<file path="src/rtl/icache_defines.svh">
// Instruction cache sizes
`ifndef ICACHE_DEFINES_SVH
`define ICACHE_DEFINES_SVH

// fetch address and instruction word
`define ADDR_WIDTH 16
`define WORD_BITS 32

// block and line geometry
`define BLOCK_WORDS 4
`define LINE_COUNT 16

// address fields, byte offset in the lowest bits
`define WORD_OFFSET_BITS 2
`define BLOCK_OFFSET_BITS 2
`define INDEX_BITS 4
`define TAG_BITS (`ADDR_WIDTH - `INDEX_BITS - `BLOCK_OFFSET_BITS - `WORD_OFFSET_BITS)

`endif

</file>
<file path="src/rtl/icachePkg.sv">
// Instruction cache types
`default_nettype none

`include "icache_defines.svh"

package icachePkg;

    typedef logic [`INDEX_BITS-1:0] lineIndex_t;
    typedef logic [`TAG_BITS-1:0] lineTag_t;
    typedef logic [`WORD_BITS-1:0] instrWord_t;

    // byte address as seen by the cache
    typedef struct packed {
        lineTag_t                      tag;
        lineIndex_t                    index;
        logic [`BLOCK_OFFSET_BITS-1:0] wordOffset;
        logic [`WORD_OFFSET_BITS-1:0]  byteOffset;
    } fetchAddr_t;

    // block number sent to the backing memory
    typedef struct packed {
        lineTag_t   tag;
        lineIndex_t index;
    } blockAddr_t;

    // word 0 sits in the lowest bits of the flat view
    typedef union packed {
        logic [`BLOCK_WORDS*`WORD_BITS-1:0] flat;
        instrWord_t [`BLOCK_WORDS-1:0]      words;
    } icacheBlock_u;

endpackage

`default_nettype wire

</file>
<file path="src/rtl/icacheArrayIf.sv">
// Cache array interface
`timescale 1ns/1ps
`default_nettype none

interface icacheArrayIf;
    import icachePkg::*;

    // lookup side, index and tag are sampled by the arrays on every edge
    lineIndex_t   lookupIndex;
    lineTag_t     lookupTag;

    // line fill from the miss path
    logic         fillEnable;
    lineIndex_t   fillIndex;
    lineTag_t     fillTag;
    icacheBlock_u fillBlock;

    // registered array results
    logic         hit;
    icacheBlock_u lineBlock;

    modport control (
        output lookupIndex, lookupTag,
        output fillEnable, fillIndex, fillTag, fillBlock,
        input  hit, lineBlock
    );

    modport tags (
        input  lookupIndex, lookupTag,
        input  fillEnable, fillIndex, fillTag,
        output hit
    );

    modport data (
        input  lookupIndex,
        input  fillEnable, fillIndex, fillBlock,
        output lineBlock
    );

endinterface

`default_nettype wire

</file>
<file path="src/rtl/dataStore.sv">
// Cache block data array
`timescale 1ns/1ps
`default_nettype none

`include "icache_defines.svh"

module dataStore (
    input  logic       clock,
    icacheArrayIf.data arrays
);
    import icachePkg::*;

    icacheBlock_u blockArray [`LINE_COUNT];

    // whole block lands in one cycle
    always_ff @(posedge clock) begin
        if (arrays.fillEnable) begin
            blockArray[arrays.fillIndex].flat <= arrays.fillBlock.flat;
        end
    end

    // read on every edge, a fill on the same edge shows up one cycle later
    always_ff @(posedge clock) begin
        arrays.lineBlock <= blockArray[arrays.lookupIndex];
    end

endmodule

`default_nettype wire

</file>
<file path="src/rtl/icacheController.sv">
// Instruction cache controller
`timescale 1ns/1ps
`default_nettype none

module icacheController (
    input  logic                    clock,
    input  logic                    reset,
    input  logic                    reqValid,
    output logic                    reqReady,
    input  icachePkg::fetchAddr_t   reqAddr,
    output logic                    rspValid,
    input  logic                    rspReady,
    output icachePkg::instrWord_t   rspData,
    output logic                    memReqValid,
    input  logic                    memReqReady,
    output icachePkg::blockAddr_t   memReqBlockAddr,
    input  logic                    memRspValid,
    input  icachePkg::icacheBlock_u memRspBlock,
    icacheArrayIf.control           arrays
);
    import icachePkg::*;

    typedef enum logic [2:0] {
        IDLE,
        LOOKUP,
        MEMREQ,
        MEMWAIT,
        FILL
    } state_t;

    state_t       state;
    state_t       nextState;
    fetchAddr_t   addrReg;
    icacheBlock_u fillBlockReg;
    logic         accept;
    logic         fillArrive;

    assign accept     = reqValid && reqReady;
    assign fillArrive = (state == MEMWAIT) && memRspValid;

    // arrays see the incoming address while idle, the held one afterwards
    assign arrays.lookupIndex = (state == IDLE) ? reqAddr.index : addrReg.index;
    assign arrays.lookupTag   = (state == IDLE) ? reqAddr.tag : addrReg.tag;

    assign arrays.fillIndex = addrReg.index;
    assign arrays.fillTag   = addrReg.tag;
    assign arrays.fillBlock = fillBlockReg;

    assign memReqBlockAddr = '{tag: addrReg.tag, index: addrReg.index};

    // response word comes from the line on a hit, from the fill block on a miss
    always_comb begin
        if (state == FILL) begin
            rspData = fillBlockReg.words[addrReg.wordOffset];
        end else begin
            rspData = arrays.lineBlock.words[addrReg.wordOffset];
        end
    end

    always_comb begin
        nextState = state;
        case (state)
            IDLE: begin
                if (accept) begin
                    nextState = LOOKUP;
                end
            end
            LOOKUP: begin
                // stay here while a hit response waits for its handshake
                if (rspValid) begin
                    if (rspReady) begin
                        nextState = IDLE;
                    end
                end else if (!arrays.hit) begin
                    nextState = MEMREQ;
                end
            end
            MEMREQ: begin
                if (memReqReady) begin
                    nextState = MEMWAIT;
                end
            end
            MEMWAIT: begin
                if (memRspValid) begin
                    nextState = FILL;
                end
            end
            FILL: begin
                if (rspReady) begin
                    nextState = IDLE;
                end
            end
            default: begin
                nextState = IDLE;
            end
        endcase
    end

    always_ff @(posedge clock or negedge reset) begin
        if (!reset) begin
            state       <= IDLE;
            reqReady    <= 1'b0;
            rspValid    <= 1'b0;
            memReqValid <= 1'b0;
            arrays.fillEnable <= 1'b0;
        end else begin
            state       <= nextState;
            reqReady    <= (nextState == IDLE);
            memReqValid <= (nextState == MEMREQ);
            // single write pulse, even if FILL is held by back-pressure
            arrays.fillEnable <= fillArrive;
            if (rspValid && rspReady) begin
                rspValid <= 1'b0;
            end else if ((state == LOOKUP && arrays.hit) || fillArrive) begin
                rspValid <= 1'b1;
            end
        end
    end

    // held address and fill block
    always_ff @(posedge clock) begin
        if (accept) begin
            addrReg <= reqAddr;
        end
        if (fillArrive) begin
            fillBlockReg <= memRspBlock;
        end
    end

endmodule

`default_nettype wire

</file>
<file path="src/rtl/icacheTop.sv">
// Instruction cache top level
`timescale 1ns/1ps
`default_nettype none

module icacheTop (
    input  logic                    clock,
    input  logic                    reset,

    // fetch side
    input  logic                    reqValid,
    output logic                    reqReady,
    input  icachePkg::fetchAddr_t   reqAddr,
    output logic                    rspValid,
    input  logic                    rspReady,
    output icachePkg::instrWord_t   rspData,

    // backing memory side
    output logic                    memReqValid,
    input  logic                    memReqReady,
    output icachePkg::blockAddr_t   memReqBlockAddr,
    input  logic                    memRspValid,
    input  icachePkg::icacheBlock_u memRspBlock
);

    icacheArrayIf arrays ();

    tagStore tagStore_inst (
        .clock  (clock),
        .reset  (reset),
        .arrays (arrays)
    );

    dataStore dataStore_inst (
        .clock  (clock),
        .arrays (arrays)
    );

    icacheController icacheController_inst (
        .clock           (clock),
        .reset           (reset),
        .reqValid        (reqValid),
        .reqReady        (reqReady),
        .reqAddr         (reqAddr),
        .rspValid        (rspValid),
        .rspReady        (rspReady),
        .rspData         (rspData),
        .memReqValid     (memReqValid),
        .memReqReady     (memReqReady),
        .memReqBlockAddr (memReqBlockAddr),
        .memRspValid     (memRspValid),
        .memRspBlock     (memRspBlock),
        .arrays          (arrays)
    );

endmodule

`default_nettype wire

</file>
<file path="src/rtl/tagStore.sv">
// Cache tag array
`timescale 1ns/1ps
`default_nettype none

`include "icache_defines.svh"

module tagStore (
    input  logic       clock,
    input  logic       reset,
    icacheArrayIf.tags arrays
);
    import icachePkg::*;

    lineTag_t               tagArray [`LINE_COUNT];
    logic [`LINE_COUNT-1:0] validBits;
    lineTag_t               storedTag;
    logic                   storedValid;

    // current contents of the addressed line
    assign storedTag   = tagArray[arrays.lookupIndex];
    assign storedValid = validBits[arrays.lookupIndex];

    // tag written on the fill cycle
    always_ff @(posedge clock) begin
        if (arrays.fillEnable) begin
            tagArray[arrays.fillIndex] <= arrays.fillTag;
        end
    end

    // every line starts empty
    always_ff @(posedge clock or negedge reset) begin
        if (!reset) begin
            validBits <= '0;
        end else if (arrays.fillEnable) begin
            validBits[arrays.fillIndex] <= 1'b1;
        end
    end

    // hit decision lines up with the registered data read
    always_ff @(posedge clock or negedge reset) begin
        if (!reset) begin
            arrays.hit <= 1'b0;
        end else begin
            arrays.hit <= storedValid && (storedTag == arrays.lookupTag);
        end
    end

endmodule

`default_nettype wire
</file>
<file path="config.mk">
export PLATFORM = sky130hd
export DESIGN_NAME = icacheTop
export DESIGN_NICKNAME = d
export VERILOG_FILES = /design/src/rtl/icachePkg.sv /design/src/rtl/icacheArrayIf.sv /design/src/rtl/dataStore.sv /design/src/rtl/icacheController.sv /design/src/rtl/icacheTop.sv /design/src/rtl/tagStore.sv
export VERILOG_INCLUDE_DIRS = /design/src /design/src/rtl
export SDC_FILE = /design/constraint.sdc
export NUM_CORES = 2
export LEC_CHECK = 0
export BUFFER_PORTS_ARGS = -buffer_cell sky130_fd_sc_hd__buf_2
export CORE_AREA = 2 2 393 395
export CTS_CLUSTER_SIZE = 12
export DETAILED_ROUTE_END_ITERATION = 7
export DIE_AREA = 0 0 395 397
export PLACE_DENSITY = 0.77
export SYNTH_ARGS = -nofsm -noshare
export SYNTH_HDL_FRONTEND = slang
export SYNTH_HIERARCHICAL = 1
export SYNTH_SLANG_ARGS = --single-unit
</file>
<file path="constraint.sdc">
create_clock -name clock -period 11.57 [get_ports clock]
set_input_delay 1.157 -clock clock [delete_from_list [all_inputs] [get_ports clock]]
set_output_delay 1.157 -clock clock [all_outputs]
set_load 0.05 [all_outputs]
</file>
==> Word level (Yosys, flattened, before mapping) <==
Memory sizes are Yosys's and may differ from the RTL's. A register that Yosys moved wholly into a read port is not among the register bits.
Index checks and enable logic that the tools add are counted.
{ "classes": {"order_cmp": 4, "eq_ne": 6, "n_mux": 22, "bitwise_logic": 1, "reduce_logical": 10} }
{ "ops": {"columns": ["operator", "n"], "rows": [
  ["binary-select mux 32 bit (select 2 bit)", 2],
  ["two-way mux 32 bit", 3],
  ["two-way mux 3 bit", 6],
  ["OR 16 bit", 1],
  ["case mux 3 bit (5 select lines)", 1],
  ["less-than comparator 4 x 5 -> 1 bit, second input constant", 2],
  ["equality test 3 x 2 -> 1 bit, second input constant", 3],
  ["equality test 8 bit", 1],
  ["two-way mux 8 bit", 1],
  ["logical AND 1 bit", 6],
  ["logical NOT 3 bit", 2],
  ["two-way mux 1 bit", 6],
  ["binary-select mux 1 bit (select 4 bit)", 1],
  ["demux 1 bit (select 4 bit)", 1],
  [">= comparator 4 x 1 -> 1 bit, second input constant", 1],
  ["two-way mux 4 bit", 1],
  ["equality test 3 x 1 -> 1 bit, second input constant", 1],
  ["equality test 3 bit, second input constant", 1],
  ["less-than comparator 2 x 3 -> 1 bit, second input constant", 1],
  ["nonzero test 2 bit", 1],
  ["logical OR 1 bit", 1]
]} }
{ "word_totals": {"register_bits": 166, "mem_bits_rw": 2176, "in_bits": 150, "out_inout_bits": 47, "wordCells": 56, "mem_count": 2} }
{ "mem_list": {"columns": ["name", "words", "width", "rd", "rd_ports_with_merged_regs", "wr", "line_no", "rtl"], "rows": [
  ["dataStore_inst.blockArray", 16, 128, 1, 1, 1, "dataStore.sv:13", "icacheBlock_u blockArray [`LINE_COUNT];"],
  ["tagStore_inst.tagArray", 16, 8, 1, 0, 1, "tagStore.sv:14", "lineTag_t tagArray [`LINE_COUNT];"]
]} }

==> Logic depth before layout (Yosys ltp) <==
{ "depth": {"ltp_word": 5, "mapped_depth": 13, "ltp_nobuf": 8} }

==> Cells and area by module <==
The synthesis kept the hierarchy.
{ "modules_own_cells": {"columns": ["module", "n_inst", "cells_each", "area_each_um2", "seq_area_each_um2"], "rows": [
  ["dataStore", 1, 3354, 79487.5, 64061.4],
  ["icacheController", 1, 323, 6986.7, 4439.3],
  ["tagStore", 1, 308, 5913.2, 4269.1]
]} }

==> Worst setup path before layout <==
No wires, ideal clock.
{ "synth_path": {"path_kind": "register to register", "from": "register icacheController_inst.addrReg, in the netlist icacheController_inst/arrays.fillIndex[2]", "to": "memory dataStore_inst/blockArray[0][0] in the netlist's numbering (enable)", "setup_ps": 773, "t_arrival_ps": 9695, "t_required_ps": 10797, "setup_slack_ps": 1102, "path_stages_with_launch": 4, "n_path_buf": 1, "period_less_slack_ps": 10468, "path_cell_list": "edfxtp_1 buf_4 or3b_2 nor3_1"} }
{ "synth_rtl": {"columns": ["item", "line_no", "rtl"], "rows": [
  ["start, declared", "icacheController.sv:33", "fetchAddr_t addrReg;"],
  ["start signal, assigned", "icacheController.sv:123", "addrReg <= reqAddr;"],
  ["end, declared", "dataStore.sv:13", null]
]} }
Straight into the memory's write port.

==> Worst setup path after layout <==
{ "layout_path": {"from": "register icacheController_inst/addrReg[2] in the netlist's numbering", "to": "output rspData[6]"} }
{ "layout_via": {"elab_chain_cells": 3, "elab_cells_between_ends": 5, "cone_classes": "mux (5)"} }
{ "layout_rtl": {"columns": ["item", "line_no", "rtl"], "rows": [
  ["binary-select mux 32 bit (select 2 bit) (on tied branches)", "icacheController.sv:56, icacheController.sv:54", null],
  ["two-way mux 32 bit (on tied branches)", "icacheController.sv:56, icacheController.sv:54", null],
  ["two-way mux 32 bit *", "icacheController.sv:53", "if (state == FILL) begin"],
  ["end, declared", "icacheTop.sv:15", "output icachePkg::instrWord_t rspData,"]
]} }
Mark *: on every way between the ends. The rest lies on a longest branch, timed or not. The select of a mux whose other input is x is not followed.

==> flow_summary_export.csv <==
group,metric,value,unit
drt,drc,0,
drt,dr.pass1.iters,5,
sta,setup_viol,0,
power_and_ir_drop,swShare,0.285,
hold_path,hold_path_class,"primary input to asynchronous set/reset pin",
final_layout,fill_cells,9040,
cts,cts_tree,"yes",
global_routing,antenna_found_initial,9,
logic_synthesis,synth-seq-area-share,0.788,
power_and_ir_drop,switchingPower,6.54,mW
setup_path,path_delay_family,"buffers and inverters",
floorplan,die_area,157000,sq um
drt,wirelength,222,mm
drt,drtIter0Drc,6464,
logic_synthesis,syn_nets,4135,
global_routing,grt_pass1_vias,44600,
sta,finalSetupTns,0,ns
logic_synthesis,synthFlopType,"edfxtp_1",
setup_path,worstPathRequired,10.41,ns
setup_path,crit_path_start_kind,"flip-flop",
setup_path,reg2reg_depth,8,
global_routing,grt_first_pass_wirelength,319,mm
logic_synthesis,syn_inst,3985,
setup_path,cp.depth,5,
drt,vias_per_cell,6.76,
logic_synthesis,synth_edf_count,2318,
cts,cts_buffer_depth,3,
cts,postCtsSetupBuffers,0,
power_and_ir_drop,peakVddDrop,182,uV
drt,vias,44100,
sta,min_period,5.13,ns
logic_synthesis,synth-seq-cells,2470,
setup_path,regToRegSetupSlack,6.95,ns
cts,cts.clk_slew.worst_paths,0.06,ns
final_layout,multi_input_area,18500,sq um
cts,clock-sinks,2470,
logic_synthesis,yosysUniqueCellTypes,52,
power_and_ir_drop,p_comb_frac,0.224,
final_layout,final-seq-area,72800,sq um
floorplan,pin_count,197,
placed_design,portBuffers,194,
cts,cts_hold_buffers,0,
setup_path,r2r_start,"icacheController_inst/state[0]",
setup_path,crit_top_cell,"buf_4",
setup_path,crit_path_start,"icacheController_inst/addrReg[2]",
floorplan,core-area,153000,sq um
power_and_ir_drop,p_clk_frac,0.312,
logic_synthesis,yosys-top-cells-area,"edfxtp_1 75%, mux4_2 13%, dfxtp_1 2.8%",
sta,rsz0062_at_grt,"false",
final_layout,syn_to_final_growth,11.1,%
sta,maxSlewViolCount,0,
flow_run,timing.max_cap.violations,0,
final_layout,final_nets,4420,
floorplan,row_count,144,
status,outcome,"finished, final reports clean",
setup_path,end_kind,"primary output",
power_and_ir_drop,leakage,32.8,nW
logic_synthesis,yosys.area.top_type,"edfxtp_1",
setup_path,max_stage_delay,0.76,ns
drt,ant_nets,0,
floorplan,start_util,0.604,
drt,post_drt_wl_per_cell,34.0,microns
final_layout,drive_gt1_frac,0.277,
logic_synthesis,syn_area_per_cell,23.2,sq um
setup_path,critPathBufInv,3,
cts,cts_resized,0,
global_routing,grt_usage,0.287,
setup_path,worst_r2r_endpoint,"dataStore_inst/arrays.lineBlock[114]",
floorplan,die_width,395,microns
setup_path,cp_data_arrival_time,3.97,ns
power_and_ir_drop,p_seq_frac,0.464,
final_layout,final_util,0.671,
floorplan,chipHeight,397,microns
logic_synthesis,ys_async_sr_fraction,0.00972,
setup_path,crit_path_top_delay_cell,"buf_4",
global_routing,grt_max_degree,138,
cts,h-tree-depth,4,
sta,post-route-period-util,0.443,
placed_design,place_hpwl,112,mm
logic_synthesis,yosys_warnings,6,
setup_path,worstPathCellList,"buf_4, buf_4, mux4_1, mux2_2, buf_2",
setup_path,cp-endpoint,"rspData[6]",
cts,clk_latency,0.87,ns
sta,hold_viol_final,0,
sta,clock-skew-final,0.0518,ns
logic_synthesis,synth_most_common_cell,"edfxtp_1",
cts,root_buffer,"clkbuf_16",
logic_synthesis,syn_area,92400,sq um
logic_synthesis,yosysTopAreaCellShare,0.753,
sta,tightest_slew,1.33,ns
logic_synthesis,synth_common_cells,"2,318 x edfxtp_1, 528 x mux4_2, 218 x a22oi_1",
cts,cts_buffers,234,
power_and_ir_drop,p_int,16.4,mW
sta,max_freq,195,MHz
global_routing,grt_overflow,0,
setup_path,cp_max_fo,33,
sta,slew_headroom,0.112,
power_and_ir_drop,powerDensity,224,nW/um^2
placed_design,place_congestion,0.764,
setup_path,timing_worst_setup_path_type,"flip-flop to primary output",
## sequential cells by signal, indices dropped and copies added (netlist names), 3 cells and up
register	flops
icacheController_inst/arrays.fillTag	8
tagStore_inst/tagArray	128
dataStore_inst/arrays.lineBlock	128
icacheController_inst/arrays.fillBlock	128
tagStore_inst/validBits	16
dataStore_inst/blockArray	2048
icacheController_inst/arrays.fillIndex	4
icacheController_inst/state	3
## power groups by stage
stage	Sequential [mW]	Combinational (mW)	Clock, mW
after detailed placement	10.8	5.08	0
after CTS	10.7	5.14	7.24
after global placement	10.8	5.02	0
final	10.7	5.13	7.17
after floorplan	10.7	3.84	0
after global routing	10.7	5.40	7.57
## per-layer routing
metal / part of all wire / vias up / global-route usage
li1: - / 17500 / -
met1: 0.37 / 23400 / 0.414
met2: 0.49 / 2810 / 0.460
met3: 0.11 / 355 / 0.0533
met4: 0.026 / 2 / 0.0782
met5: 0.000059 / - / 0
## kinds of logic (layout without fill, tap and decap cells)
kind of cell,count (synthesis),in the layout,synth area share
AOI/OAI and AO/OA,291,291,0.0238
xor gates and xnor gates,13,13,0.00123
buffers and inverters,237,728,0.0147
DFF,2470,2470,0.788
muxes,730,730,0.159
other,0,5,0
and+or+nand+nor,244,244,0.0131
## worst register-to-register path, stage by stage (launching register included)
cell and delay (ns):
dfrtp_1 0.48, nor3_2 0.21, buf_4 0.30, mux2_8 0.67
buf_4 0.98, buf_12 0.70, mux4_2 0.80, a22oi_1 0.24
nand2_1 0.13
## worst min path at each step
stage / cells past startpoint / slack (ns) / startpoint / end
2_1_floorplan: 1 / 0.43 / tagStore_inst/validBits[11] / tagStore_inst/validBits[11]
6_report: 1 / 0.28 / reset / tagStore_inst/arrays.hit
3_5_place_dp: 1 / 0.45 / tagStore_inst/validBits[0] / tagStore_inst/validBits[0]
4_1_cts: 1 / 0.25 / reset / tagStore_inst/arrays.hit
5_1_grt: 1 / 0.30 / reset / tagStore_inst/validBits[6]
3_3_place_gp: 1 / 0.44 / tagStore_inst/validBits[11] / tagStore_inst/validBits[11]
## placed cells by master, fill, tap and decap left out, types with 4 or more instances in the layout
master	synthesis	final
inv_1	4	4
a22oi_1	218	218
clkinv_16	0	8
clkinv_2	0	8
o221ai_1	22	22
nor2_4	0	13
nand2_1	104	104
xnor2_1	8	8
mux4_2	528	528
clkbuf_1	78	168
nand3b_1	6	6
clkbuf_8	0	10
dfxtp_1	128	128
dfrtp_1	24	24
edfxtp_1	2318	2318
buf_4	64	80
mux2i_1	50	50
nor3_2	0	9
clkbuf_16	0	234
o22a_1	7	7
o21ai_0	16	16
xor2_1	5	5
buf_2	53	194
buf_12	1	8
nand2b_1	19	19
nand3_1	4	4
diode_2	0	5
or2_2	17	17
nor2_1	33	19
mux2_2	110	106
mux4_1	42	42
nor2b_1	32	28
a221oi_1	14	14
## metrics by stage
stage / instances / total power [mW] / hold WS (ns) / area [sq um] / setup slack, ns
2_1_floorplan: 3985 / 14.5 / 0.434 / 92400 / 1.10
3_3_place_gp: 6078 / 15.8 / 0.444 / 95600 / 6.71
3_5_place_dp: 6078 / 15.9 / 0.452 / 95600 / 6.67
4_1_cts: 6520 / 23.0 / 0.249 / 103000 / 6.41
5_1_grt: 6520 / 23.7 / 0.305 / 103000 / 6.34
6_report: 6525 / 23.0 / 0.281 / 103000 / 6.44
## final cells by class
| type | instances | share of cell area |
|---|---|---|
| diodes | 5 | 0.000122 |
| well taps | 2044 | 0.0249 |
| flip-flops and latches | 2470 | 0.709 |
| multi-input cells | 1278 | 0.180 |
| repair buffers | 282 | 0.0169 |
| clock buffers | 412 | 0.0645 |
| clock inverters | 30 | 0.00473 |
| inverters | 4 | 0.000146 |
(Power assumes the default switching activity.)
